<file path="config.mk">
export PLATFORM = sky130hd
export DESIGN_NAME = video_timing_top
export DESIGN_NICKNAME = d
export VERILOG_FILES = /design/src/logic/video_pkg.sv /design/src/logic/mode_select.sv /design/src/logic/raster_timing.sv /design/src/logic/video_output.sv /design/src/logic/video_timing_top.sv
export SDC_FILE = /design/constraint.sdc
export NUM_CORES = 1
export LEC_CHECK = 0
export ABC_AREA = 1
export BUFFER_PORTS_ARGS = -buffer_cell sky130_fd_sc_hd__buf_2
export CELL_PAD_IN_SITES_DETAIL_PLACEMENT = 2
export CELL_PAD_IN_SITES_GLOBAL_PLACEMENT = 2
export CORE_AREA = 3 3 155 157
export DETAILED_ROUTE_END_ITERATION = 6
export DIE_AREA = 0 0 158 160
export PLACE_DENSITY_LB_ADDON = 0.05
export SLEW_MARGIN = 20
export SYNTH_ARGS = -nofsm -noshare
export SYNTH_HDL_FRONTEND = slang
export SYNTH_SLANG_ARGS = --single-unit
</file>
<file path="constraint.sdc">
create_clock -name clk50m_bufg -period 5.28 [get_ports clk50m_bufg]
set_input_delay 0.792 -clock clk50m_bufg [delete_from_list [all_inputs] [get_ports clk50m_bufg]]
set_output_delay 0.792 -clock clk50m_bufg [all_outputs]
set_load 0.02 [all_outputs]
</file>
<file path="src/logic/video_pkg.sv">
package video_pkg;

	////////////////////
	// Widths and codes
	////////////////////
	typedef logic [10:0] coord_t;   // Pixel or line count
	typedef logic [3:0]  sw_code_t; // Raw switch code
	typedef logic [7:0]  color_t;   // One colour component

	// Switch codes as wired on the board
	typedef enum sw_code_t {
		MODE_VGA      = 4'b0000,
		MODE_SVGA     = 4'b0001,
		MODE_HDTV720P = 4'b0010,
		MODE_XGA      = 4'b0011,
		MODE_SXGA     = 4'b1000,
		MODE_CAMERA   = 4'b1001
	} mode_t;

	typedef struct packed {
		color_t r;
		color_t g;
		color_t b;
	} rgb_t;

	typedef struct packed {
		coord_t hpixels;       // Live pixels
		coord_t hfnprch;       // Front porch
		coord_t hsyncpw;       // Sync width
		coord_t hbkprch;       // Back porch
		coord_t vlines;        // Live lines
		coord_t vfnprch;
		coord_t vsyncpw;
		coord_t vbkprch;
		coord_t bar_width;     // Active width / 8
		logic   sync_negative; // 1 = active low syncs
	} timing_t;

	////////////////////
	// Mode timing table
	////////////////////
	function automatic timing_t make_timing(
		input coord_t hpix, input coord_t hfp, input coord_t hsw, input coord_t hbp,
		input coord_t vlin, input coord_t vfp, input coord_t vsw, input coord_t vbp,
		input logic   neg
	);
		timing_t t;
		t.hpixels       = hpix;
		t.hfnprch       = hfp;
		t.hsyncpw       = hsw;
		t.hbkprch       = hbp;
		t.vlines        = vlin;
		t.vfnprch       = vfp;
		t.vsyncpw       = vsw;
		t.vbkprch       = vbp;
		t.bar_width     = hpix >> 3; // Eight equal bars
		t.sync_negative = neg;
		return t;
	endfunction

	function automatic timing_t mode_timing(input mode_t mode);
		case (mode)
			MODE_VGA:    return make_timing(640, 16, 96, 48, 480, 11, 2, 31, 1'b1);    // 640x480
			MODE_SVGA:   return make_timing(800, 40, 128, 88, 600, 1, 4, 23, 1'b0);    // 800x600
			MODE_XGA:    return make_timing(1024, 24, 136, 160, 768, 3, 6, 29, 1'b1);  // 1024x768
			MODE_SXGA:   return make_timing(1280, 48, 112, 248, 1024, 1, 3, 38, 1'b0); // 1280x1024
			MODE_CAMERA: return make_timing(1280, 110, 39, 220, 720, 4, 4, 22, 1'b0);
			default:     return make_timing(1280, 110, 40, 220, 720, 5, 5, 20, 1'b0); // 720p
		endcase
	endfunction

	////////////////////
	// Colour bars
	////////////////////
	localparam color_t C_ON  = 8'hFF;
	localparam color_t C_OFF = 8'h00;

	// Left to right
	localparam rgb_t BAR_COLORS [0:7] = '{
		'{C_ON,  C_ON,  C_ON},  // White
		'{C_ON,  C_ON,  C_OFF}, // Yellow
		'{C_OFF, C_ON,  C_ON},  // Cyan
		'{C_OFF, C_ON,  C_OFF}, // Green
		'{C_ON,  C_OFF, C_ON},  // Magenta
		'{C_ON,  C_OFF, C_OFF}, // Red
		'{C_OFF, C_OFF, C_ON},  // Blue
		'{C_OFF, C_OFF, C_OFF}  // Black
	};

endpackage

</file>
<file path="src/logic/mode_select.sv">
`timescale 1ns/1ps

module mode_select
	import video_pkg::*;
#(
	parameter int DEBOUNCE_BITS = 16 // Stable time is 2**DEBOUNCE_BITS cycles
) (
	input  logic     clk50m_bufg,
	input  logic     RSTBTN,
	input  sw_code_t sw,          // Raw board switches
	output mode_t    active_mode,
	output timing_t  timing,      // Timing record of active_mode
	output logic     restart      // One cycle on mode change
);

	sw_code_t sw_meta;  // First sync stage
	sw_code_t sw_sync;  // Second sync stage
	sw_code_t sw_hold;  // Code under debounce
	logic [DEBOUNCE_BITS-1:0] stable_cnt;
	logic     stable;
	mode_t    new_mode;

	// Unlisted codes run as 720p
	function automatic mode_t decode_mode(input sw_code_t code);
		case (code)
			MODE_VGA, MODE_SVGA, MODE_XGA, MODE_SXGA, MODE_CAMERA:
				return mode_t'(code);
			default:
				return MODE_HDTV720P;
		endcase
	endfunction

	////////////////////
	// Synchronizer
	////////////////////
	always_ff @(posedge clk50m_bufg) begin
		if (RSTBTN) begin
			sw_meta <= sw_code_t'(MODE_HDTV720P); // Power-up mode
			sw_sync <= sw_code_t'(MODE_HDTV720P);
		end else begin
			sw_meta <= sw;
			sw_sync <= sw_meta;
		end
	end

	////////////////////
	// Debounce
	////////////////////
	// Whole code must sit still, any bit change restarts the count
	always_ff @(posedge clk50m_bufg) begin
		if (RSTBTN) begin
			sw_hold    <= sw_code_t'(MODE_HDTV720P);
			stable_cnt <= '0;
		end else if (sw_sync != sw_hold) begin
			sw_hold    <= sw_sync; // New candidate
			stable_cnt <= '0;
		end else if (!stable) begin
			stable_cnt <= stable_cnt + 1'b1;
		end
	end

	assign stable   = &stable_cnt;          // Counter saturated
	assign new_mode = decode_mode(sw_hold);

	////////////////////
	// Mode register
	////////////////////
	always_ff @(posedge clk50m_bufg) begin
		if (RSTBTN) begin
			active_mode <= MODE_HDTV720P;
			timing      <= mode_timing(MODE_HDTV720P);
			restart     <= 1'b0;
		end else begin
			restart <= 1'b0; // Default low
			if (stable && (new_mode != active_mode)) begin
				active_mode <= new_mode;
				timing      <= mode_timing(new_mode); // Table lookup
				restart     <= 1'b1;                  // Raster back to 0,0
			end
		end
	end

endmodule

</file>
<file path="src/logic/raster_timing.sv">
`timescale 1ns/1ps

module raster_timing
	import video_pkg::*;
(
	input  logic    clk50m_bufg,
	input  logic    RSTBTN,
	input  logic    restart,   // Mode change
	input  timing_t timing,
	output coord_t  hcount,
	output coord_t  vcount,
	output logic    hblnk,
	output logic    vblnk,
	output logic    hsync_int, // Active high
	output logic    vsync_int  // Active high
);

	coord_t h_sync_beg;
	coord_t h_sync_end;
	coord_t h_total;
	coord_t v_sync_beg;
	coord_t v_sync_end;
	coord_t v_total;
	logic   h_last;
	logic   v_last;

	////////////////////
	// Edge positions
	////////////////////
	// Live area, front porch, sync, back porch
	assign h_sync_beg = timing.hpixels + timing.hfnprch;
	assign h_sync_end = h_sync_beg + timing.hsyncpw;      // First pixel after sync
	assign h_total    = h_sync_end + timing.hbkprch;      // Pixels per line

	assign v_sync_beg = timing.vlines + timing.vfnprch;
	assign v_sync_end = v_sync_beg + timing.vsyncpw;
	assign v_total    = v_sync_end + timing.vbkprch;      // Lines per frame

	// Greater-equal so a stray count still wraps
	assign h_last = (hcount >= h_total - 11'd1);
	assign v_last = (vcount >= v_total - 11'd1);

	////////////////////
	// Counters
	////////////////////
	always_ff @(posedge clk50m_bufg) begin
		if (RSTBTN || restart) begin
			hcount <= '0;
			vcount <= '0;
		end else if (h_last) begin
			hcount <= '0; // New line
			if (v_last)
				vcount <= '0; // New frame
			else
				vcount <= vcount + 11'd1;
		end else begin
			hcount <= hcount + 11'd1;
		end
	end

	////////////////////
	// Flags
	////////////////////
	assign hblnk = (hcount >= timing.hpixels);
	assign vblnk = (vcount >= timing.vlines);

	// Width is exactly hsyncpw / vsyncpw
	assign hsync_int = (hcount >= h_sync_beg) && (hcount < h_sync_end);
	assign vsync_int = (vcount >= v_sync_beg) && (vcount < v_sync_end);

endmodule

</file>
<file path="src/logic/video_output.sv">
`timescale 1ns/1ps

module video_output
	import video_pkg::*;
(
	input  logic    clk50m_bufg,
	input  logic    RSTBTN,
	input  timing_t timing,
	input  coord_t  hcount,
	input  logic    hblnk,
	input  logic    vblnk,
	input  logic    hsync_int,
	input  logic    vsync_int,
	output logic    hsync,     // Polarity corrected
	output logic    vsync,
	output logic    de,
	output rgb_t    pixel
);

	logic       hsync_q;  // Stage 1
	logic       vsync_q;
	logic       de_q;
	coord_t     col_cnt;  // hcount mod bar_width
	logic [2:0] bar_idx;  // hcount / bar_width

	////////////////////
	// Stage 1
	////////////////////
	// Sync XOR polarity, DE from both blanks
	always_ff @(posedge clk50m_bufg) begin
		if (RSTBTN) begin
			hsync_q <= 1'b0;
			vsync_q <= 1'b0;
			de_q    <= 1'b0;
		end else begin
			hsync_q <= hsync_int ^ timing.sync_negative;
			vsync_q <= vsync_int ^ timing.sync_negative;
			de_q    <= !hblnk && !vblnk;
		end
	end

	// Running bar position, tracks hcount one cycle behind
	// Raster steps by one every cycle, so no divider
	always_ff @(posedge clk50m_bufg) begin
		if (RSTBTN || (hcount == '0)) begin
			col_cnt <= '0; // Line start
			bar_idx <= '0;
		end else if (col_cnt == timing.bar_width - 11'd1) begin
			col_cnt <= '0;
			bar_idx <= bar_idx + 3'd1; // Next bar, wraps in blanking
		end else begin
			col_cnt <= col_cnt + 11'd1;
		end
	end

	////////////////////
	// Stage 2
	////////////////////
	always_ff @(posedge clk50m_bufg) begin
		if (RSTBTN) begin
			hsync <= 1'b0;
			vsync <= 1'b0;
			de    <= 1'b0;
			pixel <= '0;
		end else begin
			hsync <= hsync_q;
			vsync <= vsync_q;
			de    <= de_q;
			pixel <= de_q ? BAR_COLORS[bar_idx] : '0; // Black outside live area
		end
	end

endmodule

</file>
<file path="src/logic/video_timing_top.sv">
`timescale 1ns/1ps

module video_timing_top
	import video_pkg::*;
#(
	parameter int DEBOUNCE_BITS = 16 // Switch debounce length, log2 cycles
) (
	input  logic     clk50m_bufg,
	input  logic     RSTBTN,
	input  sw_code_t sw,
	output logic     hsync,
	output logic     vsync,
	output logic     de,
	output rgb_t     pixel,
	output mode_t    active_mode
);

	timing_t timing;     // Active mode record
	logic    restart;
	coord_t  hcount;
	coord_t  vcount;     // Line count, probed by the testbench
	logic    hblnk;
	logic    vblnk;
	logic    hsync_int;
	logic    vsync_int;

	////////////////////
	// Mode selection
	////////////////////
	mode_select #(
		.DEBOUNCE_BITS(DEBOUNCE_BITS)
	) mode_select_i (
		.clk50m_bufg (clk50m_bufg),
		.RSTBTN      (RSTBTN),
		.sw          (sw),
		.active_mode (active_mode),
		.timing      (timing),
		.restart     (restart)
	);

	////////////////////
	// Raster counters
	////////////////////
	raster_timing raster_timing_i (
		.clk50m_bufg (clk50m_bufg),
		.RSTBTN      (RSTBTN),
		.restart     (restart),
		.timing      (timing),
		.hcount      (hcount),
		.vcount      (vcount),
		.hblnk       (hblnk),
		.vblnk       (vblnk),
		.hsync_int   (hsync_int),
		.vsync_int   (vsync_int)
	);

	////////////////////
	// Sync, DE, bars
	////////////////////
	video_output video_output_i (
		.clk50m_bufg (clk50m_bufg),
		.RSTBTN      (RSTBTN),
		.timing      (timing),
		.hcount      (hcount),
		.hblnk       (hblnk),
		.vblnk       (vblnk),
		.hsync_int   (hsync_int),
		.vsync_int   (vsync_int),
		.hsync       (hsync),
		.vsync       (vsync),
		.de          (de),
		.pixel       (pixel)
	);

endmodule

</file>
# == Word level (Yosys, flattened, before mapping) ==
# Memories as Yosys holds them, arrays and structs flattened. A register that Yosys moved wholly into a read port is not among the register bits.
# Cells that the tools add are included.
# Widths: inputs -> output; s select.
# totals
rom_bits,192
ff_bits,175
elab_cells,85
memories,1
# mem_list
name,depth,width,read_ports,rd_ports_with_merged_regs,wr,line,text
(name not given),8,24,1,1,0,video_output.sv:69,pixel <= de_q ? BAR_COLORS[bar_idx] : '0;
# op_classes
eq_ne,11
n_bitwise,4
n_mux,4
add_sub_neg,14
n_reduce_logical,17
order_cmp,8
# op_table
cell,n
$pmux 100 s5,1
$add 11x11->11,6
$ge 11x11->1,6
$add 11x1->11 const B,3
$sub 11x1->11 const B,3
$lt 11x11->1,2
$add 16x1->16 const B,1
$eq 4x4->1 const B,4
$reduce_and 16->1,1
$eq 11x11->1,1
$logic_not 11->1,1
$mux 11,1
$eq 4x1->1 const B,2
$eq 4x2->1 const B,2
$logic_not 4->1,2
$ne 4x4->1,2
$reduce_or 2->1,4
$reduce_or 5->1,1
$logic_and 1x1->1,4
$mux 4,1
$not 3->4,1
$add 3x1->3 const B,1
$logic_not 1->1,2
$logic_or 1x1->1,2
other kinds (3),4

# == Longest topological paths before layout ==
# depth
ltp_word,6
depth_mapped,33

# == Hierarchy ==
# From an unflattened synthesis, not the netlist that was laid out.
# hier_totals
cells_unflattened,1625
area_unflattened_um2,11194.5
# by_module_without_submodules
mod,area_each_um2,n_inst,seq_area_each_um2,cells_each
raster_timing,6563.8,1,440.4,977
mode_select,3146.8,1,1141.1,426
video_output,1483.9,1,460.4,222

# == Worst setup path before layout ==
# Ideal clock, no wire load.
# synth_path
kind,flip-flop to flip-flop
from,"register, netlist name mode_select_i.timing[36]"
to,register raster_timing_i.vcount[10]
slack_ns,0.926
synth_period_minus_slack_ns,4.354
path_buffers,0
path_stages_with_launch,28
t_arrival_ns,4.241
cell_sequence,dfxtp_1 -> ha_1 -> fa_1 -> o21bai_1 -> xnor2_1 -> ha_1 -> inv_1 -> ha_1 -> nand2_1 -> o21ai_0 -> a21oi_1 -> o21bai_1 -> a21oi_1 -> nand2_1 -> nand2_1 -> xnor2_1 -> ha_1 -> nand2_1 -> nor2_1 -> nand3_1 -> nand3_1 -> nand3_1 -> nor2_1 -> nand2_1 -> nor2_1 -> nand2_1 -> nand2_1 -> nor2_1
# synth_via
elab_chain_cells,6
# synth_lines
element,line,text
$add 11x11->11,raster_timing.sv:35,assign v_sync_beg = timing.vlines + timing.vfnprch;
$add 11x11->11,raster_timing.sv:36,assign v_sync_end = v_sync_beg + timing.vsyncpw;
$add 11x11->11,raster_timing.sv:37,assign v_total = v_sync_end + timing.vbkprch;
$sub 11x1->11,raster_timing.sv:41,assign v_last = (vcount >= v_total - 11'd1);
$ge 11x11->1,raster_timing.sv:41,
$mux 11,raster_timing.sv:52,if (v_last)
"end signal, assigned",raster_timing.sv:55,vcount <= vcount + 11'd1;
"end, declared",raster_timing.sv:11,"output coord_t vcount,"
# No other way between the ends.
# A chain may end at the register's enable or synchronous reset.

# == Final worst setup path ==
# layout_path
from,"register, netlist name mode_select_i.timing[36]"
to,register raster_timing_i.vcount[6]
# layout_via
elab_chain_cells,6
# layout_lines
element,line
$add 11x11->11,raster_timing.sv:35
$add 11x11->11,raster_timing.sv:36
$add 11x11->11,raster_timing.sv:37
$sub 11x1->11,raster_timing.sv:41
$ge 11x11->1,raster_timing.sv:41
$mux 11,raster_timing.sv:52
# No other way between the ends.

==> metrics <==
fin. max-slew vios=0; Clock Path Buffers=2; crit path launch type=register; Area growth syn-to-layout=10.4%; Syn Nets=1,196; relative max-transition margin=0.335; Worst Setup Slack, final=435 ps; largest net degree at the start of global routing=29; Yosys reg bits=102; wirelength, routed=24,500 µm; period utilization=0.918; cell area after synthesis=0.00788 mm²; CTS tree=built; Iter 0 DRT Violations=194; path type of the worst setup path=register to register; PwrDens=181 mW/mm²; clock-pin transition on the worst setup and hold timing paths=90 ps; Final Core Density=0.384; Place WS=-109 ps; Max-cap violations=0; M2 GR Usage=0.349; Synthesis Warnings=0; CP Max Fanout=10; FP Rows=55; Pre-antenna DRT Iters=4; Worst Skew=17.1 ps; Crit Reg-Reg Startpoint=mode_select_i.timing[36]; Max Clk Rate=206 MHz; global-route wire length before repair=40,100 µm; CP arrival=5150 ps; initial antenna violation count=0; chip width=158 µm; Die H=160 µm; cell taking the most area after synthesis=dfxtp_1; most instantiated library cell after synthesis=nand2_1; port buffer count=36; initial core utilization=0.348; leakage=0.00414 µW; clk_lat worst skew=370 ps; Psw=432 µW; VDD IR-drop max=0.000133 V; Die Area=0.0253 mm²; CTS Sinks=102; # setup viols final=0; antenna cell count=0; status=finished, final reports clean; GPL Wtd Cong=0.813; Seq pwr share=0.500; DR vias=7,087; GR Util met1=0.267; internal power=1150 µW; hold wc startpoint=mode_select_i.sw_meta[2]; Crit. Startpoint=mode_select_i.timing[36]; Synth top cells by count=nand2_1, inv_1, ha_1, nor2_1, dfxtp_1; num ports=37; EDFF count, synth=0; final hold vios=0; met3 Resource Use GR=0.0211; largest cells by area after synthesis=dfxtp_1, ha_1, nand2_1; Final ANT Viol Nets=0; Synth top area share=0.259; logic gate share of total power=0.055; layout cells sized above 1=0.125; ys async rst share=0; H-tree Lvls=3; Synth Flop Type=dfxtp_1; worst hold path class=register to register; vias in the first global route=7,463; minimum clock period after layout=4840 ps; Sw Share=0.274; layout net count=1,227; Avg Cell Area, Syn=7.35 µm²; Clock power frac=0.444; Seq/Total Area, Yosys=0.259; WL per Instance=17.6 µm; HPWL Detailed=20,100 µm; Crit. End Element=register; Vias/cell=5.09; Inserted Clock Buffers=9; hold-fix buffers at CTS=0; CP required=5590 ps; gr busiest metal=met2; global route overflow=0; Yosys cell types=56; Worst Tran Pin Value=987 ps; Synth Instances=1,072; DRC=0; Core Box Area=0.0226 mm²; total global-route track usage=0.199; clock root buffer master=clkbuf_16
==> area by class of cell <==
cell class	instances	area (µm²)
clock buffers	9	225
clock inverters	7	86.3
fillers	2685	13900
inverters	159	599
multi-input cells	781	5100
flip-flops and latches	102	2040
well taps	285	357
repair buffers	50	285
==> per-layer routing <==
layer	part of all wire	wire length [µm]
met4	0.0088	216
met1	0.48	11900
met2	0.49	12000
met5	0	0
met3	0.016	399
==> per-stage QoR <==
| stage | power (µW) | std cells | TNS (ps) | area [µm²] | hold slack (ps) |
|---|---|---|---|---|---|
| final | 1580 | 1393 | 0 | 8700 | 407 |
| after global routing | 1650 | 1393 | -12.2 | 8700 | 436 |
| after CTS | 1610 | 1390 | 0 | 8610 | 412 |
| after detailed placement | 897 | 1374 | -235 | 8290 | 399 |
| after global placement | 895 | 1374 | -43.3 | 8290 | 390 |
| after floorplan | 874 | 1072 | 0 | 7880 | 388 |
==> final timing paths <==
kind	endpoint	slack (ps)	cells past startpoint
min	mode_select_i.sw_sync[2]	410	2
max reg2reg	raster_timing_i.vcount[6]	440	26
min reg2reg	mode_select_i.sw_sync[2]	410	2
max	raster_timing_i.vcount[6]	440	26
==> cell usage in the layout (no fill, tap or decap), types with 4 or more instances in the layout <==
master | synthesis | final
o211ai_1 | 7 | 7
o21ai_0 | 36 | 35
inv_1 | 145 | 145
clkbuf_16 | 0 | 9
nand4_1 | 30 | 30
nand3b_1 | 4 | 4
xor2_1 | 38 | 38
nor4_1 | 6 | 6
xor2_2 | 5 | 5
nand3_2 | 6 | 7
dfxtp_1 | 102 | 100
nand3_1 | 50 | 48
nor2_2 | 6 | 9
or2_2 | 7 | 7
buf_2 | 2 | 36
nor3_2 | 3 | 4
nor3_1 | 16 | 15
o21ai_1 | 4 | 5
ha_1 | 115 | 111
nor2_1 | 105 | 102
inv_2 | 13 | 13
a31oi_1 | 6 | 6
nand2_1 | 197 | 196
a21oi_1 | 75 | 75
xnor2_1 | 16 | 15
nor3b_1 | 7 | 7
nand2_2 | 4 | 5
buf_4 | 23 | 14
nor2_4 | 4 | 4
==> repair_timing <==
item | 4_1_cts | 5_1_grt
gates cloned | 0 | 0
pin swaps | 0 | 3
buffers inserted | 0 | 3
endpoints found under the hold margin | 0 | 0
endpoints found under the setup margin | 6 | 21
gates resized for setup | 2 | 15
==> flip-flops by register name, summed over array words and instances, names as in the netlist <==
name,count
video_output_i.pixel,3
video_output_i.col_cnt,11
mode_select_i.sw_meta,4
video_output_i.hsync_q,1
mode_select_i.active_mode,4
mode_select_i.stable_cnt,16
mode_select_i.restart,1
video_output_i.bar_idx,3
raster_timing_i.hcount,11
mode_select_i.sw_sync,4
raster_timing_i.vcount,11
video_output_i.vsync_q,1
mode_select_i.timing,24
video_output_i.vsync,1
video_output_i.de_q,1
mode_select_i.sw_hold,4
video_output_i.de,1
video_output_i.hsync,1
==> power groups by stage <==
stage | sequential (µW) | combinational (µW) | clock (µW)
finish | 789 | 87.5 | 700
global route | 791 | 99.8 | 758
CTS | 790 | 89.2 | 730
detailed placement | 808 | 88.5 | 0
global placement | 808 | 87.0 | 0
floorplan | 807 | 67.3 | 0
==> critical path, cell delays in order, from the launching register on <==
cell      delay [ps]
dfxtp_2          430
ha_2             280
fa_1             400
o21bai_1         230
xnor2_2          190
ha_1             290
inv_1             40
ha_1             370
a21oi_1          170
o21ai_1          110
a21oi_1          190
o21bai_2         100
a21oi_1          180
nand2_1           70
nand2_1           70
xnor2_1          120
ha_1             270
nand2_1          110
o21ai_0           90
a21oi_1          210
nand3_4          150
inv_1            100
nand2_1           80
nand2_2          140
inv_1            110
a21oi_1          160
o21a_1           140
==> cells by family after synthesis <==
logic type / count (synthesis) / synth area share
fa+ha+maj: 118 / 0.190
flops: 102 / 0.259
simple gates: 456 / 0.270
compound gates: 146 / 0.103
xor+xnor: 61 / 0.0745
buf+inv: 189 / 0.103
Power figures use the tool's default switching activity.
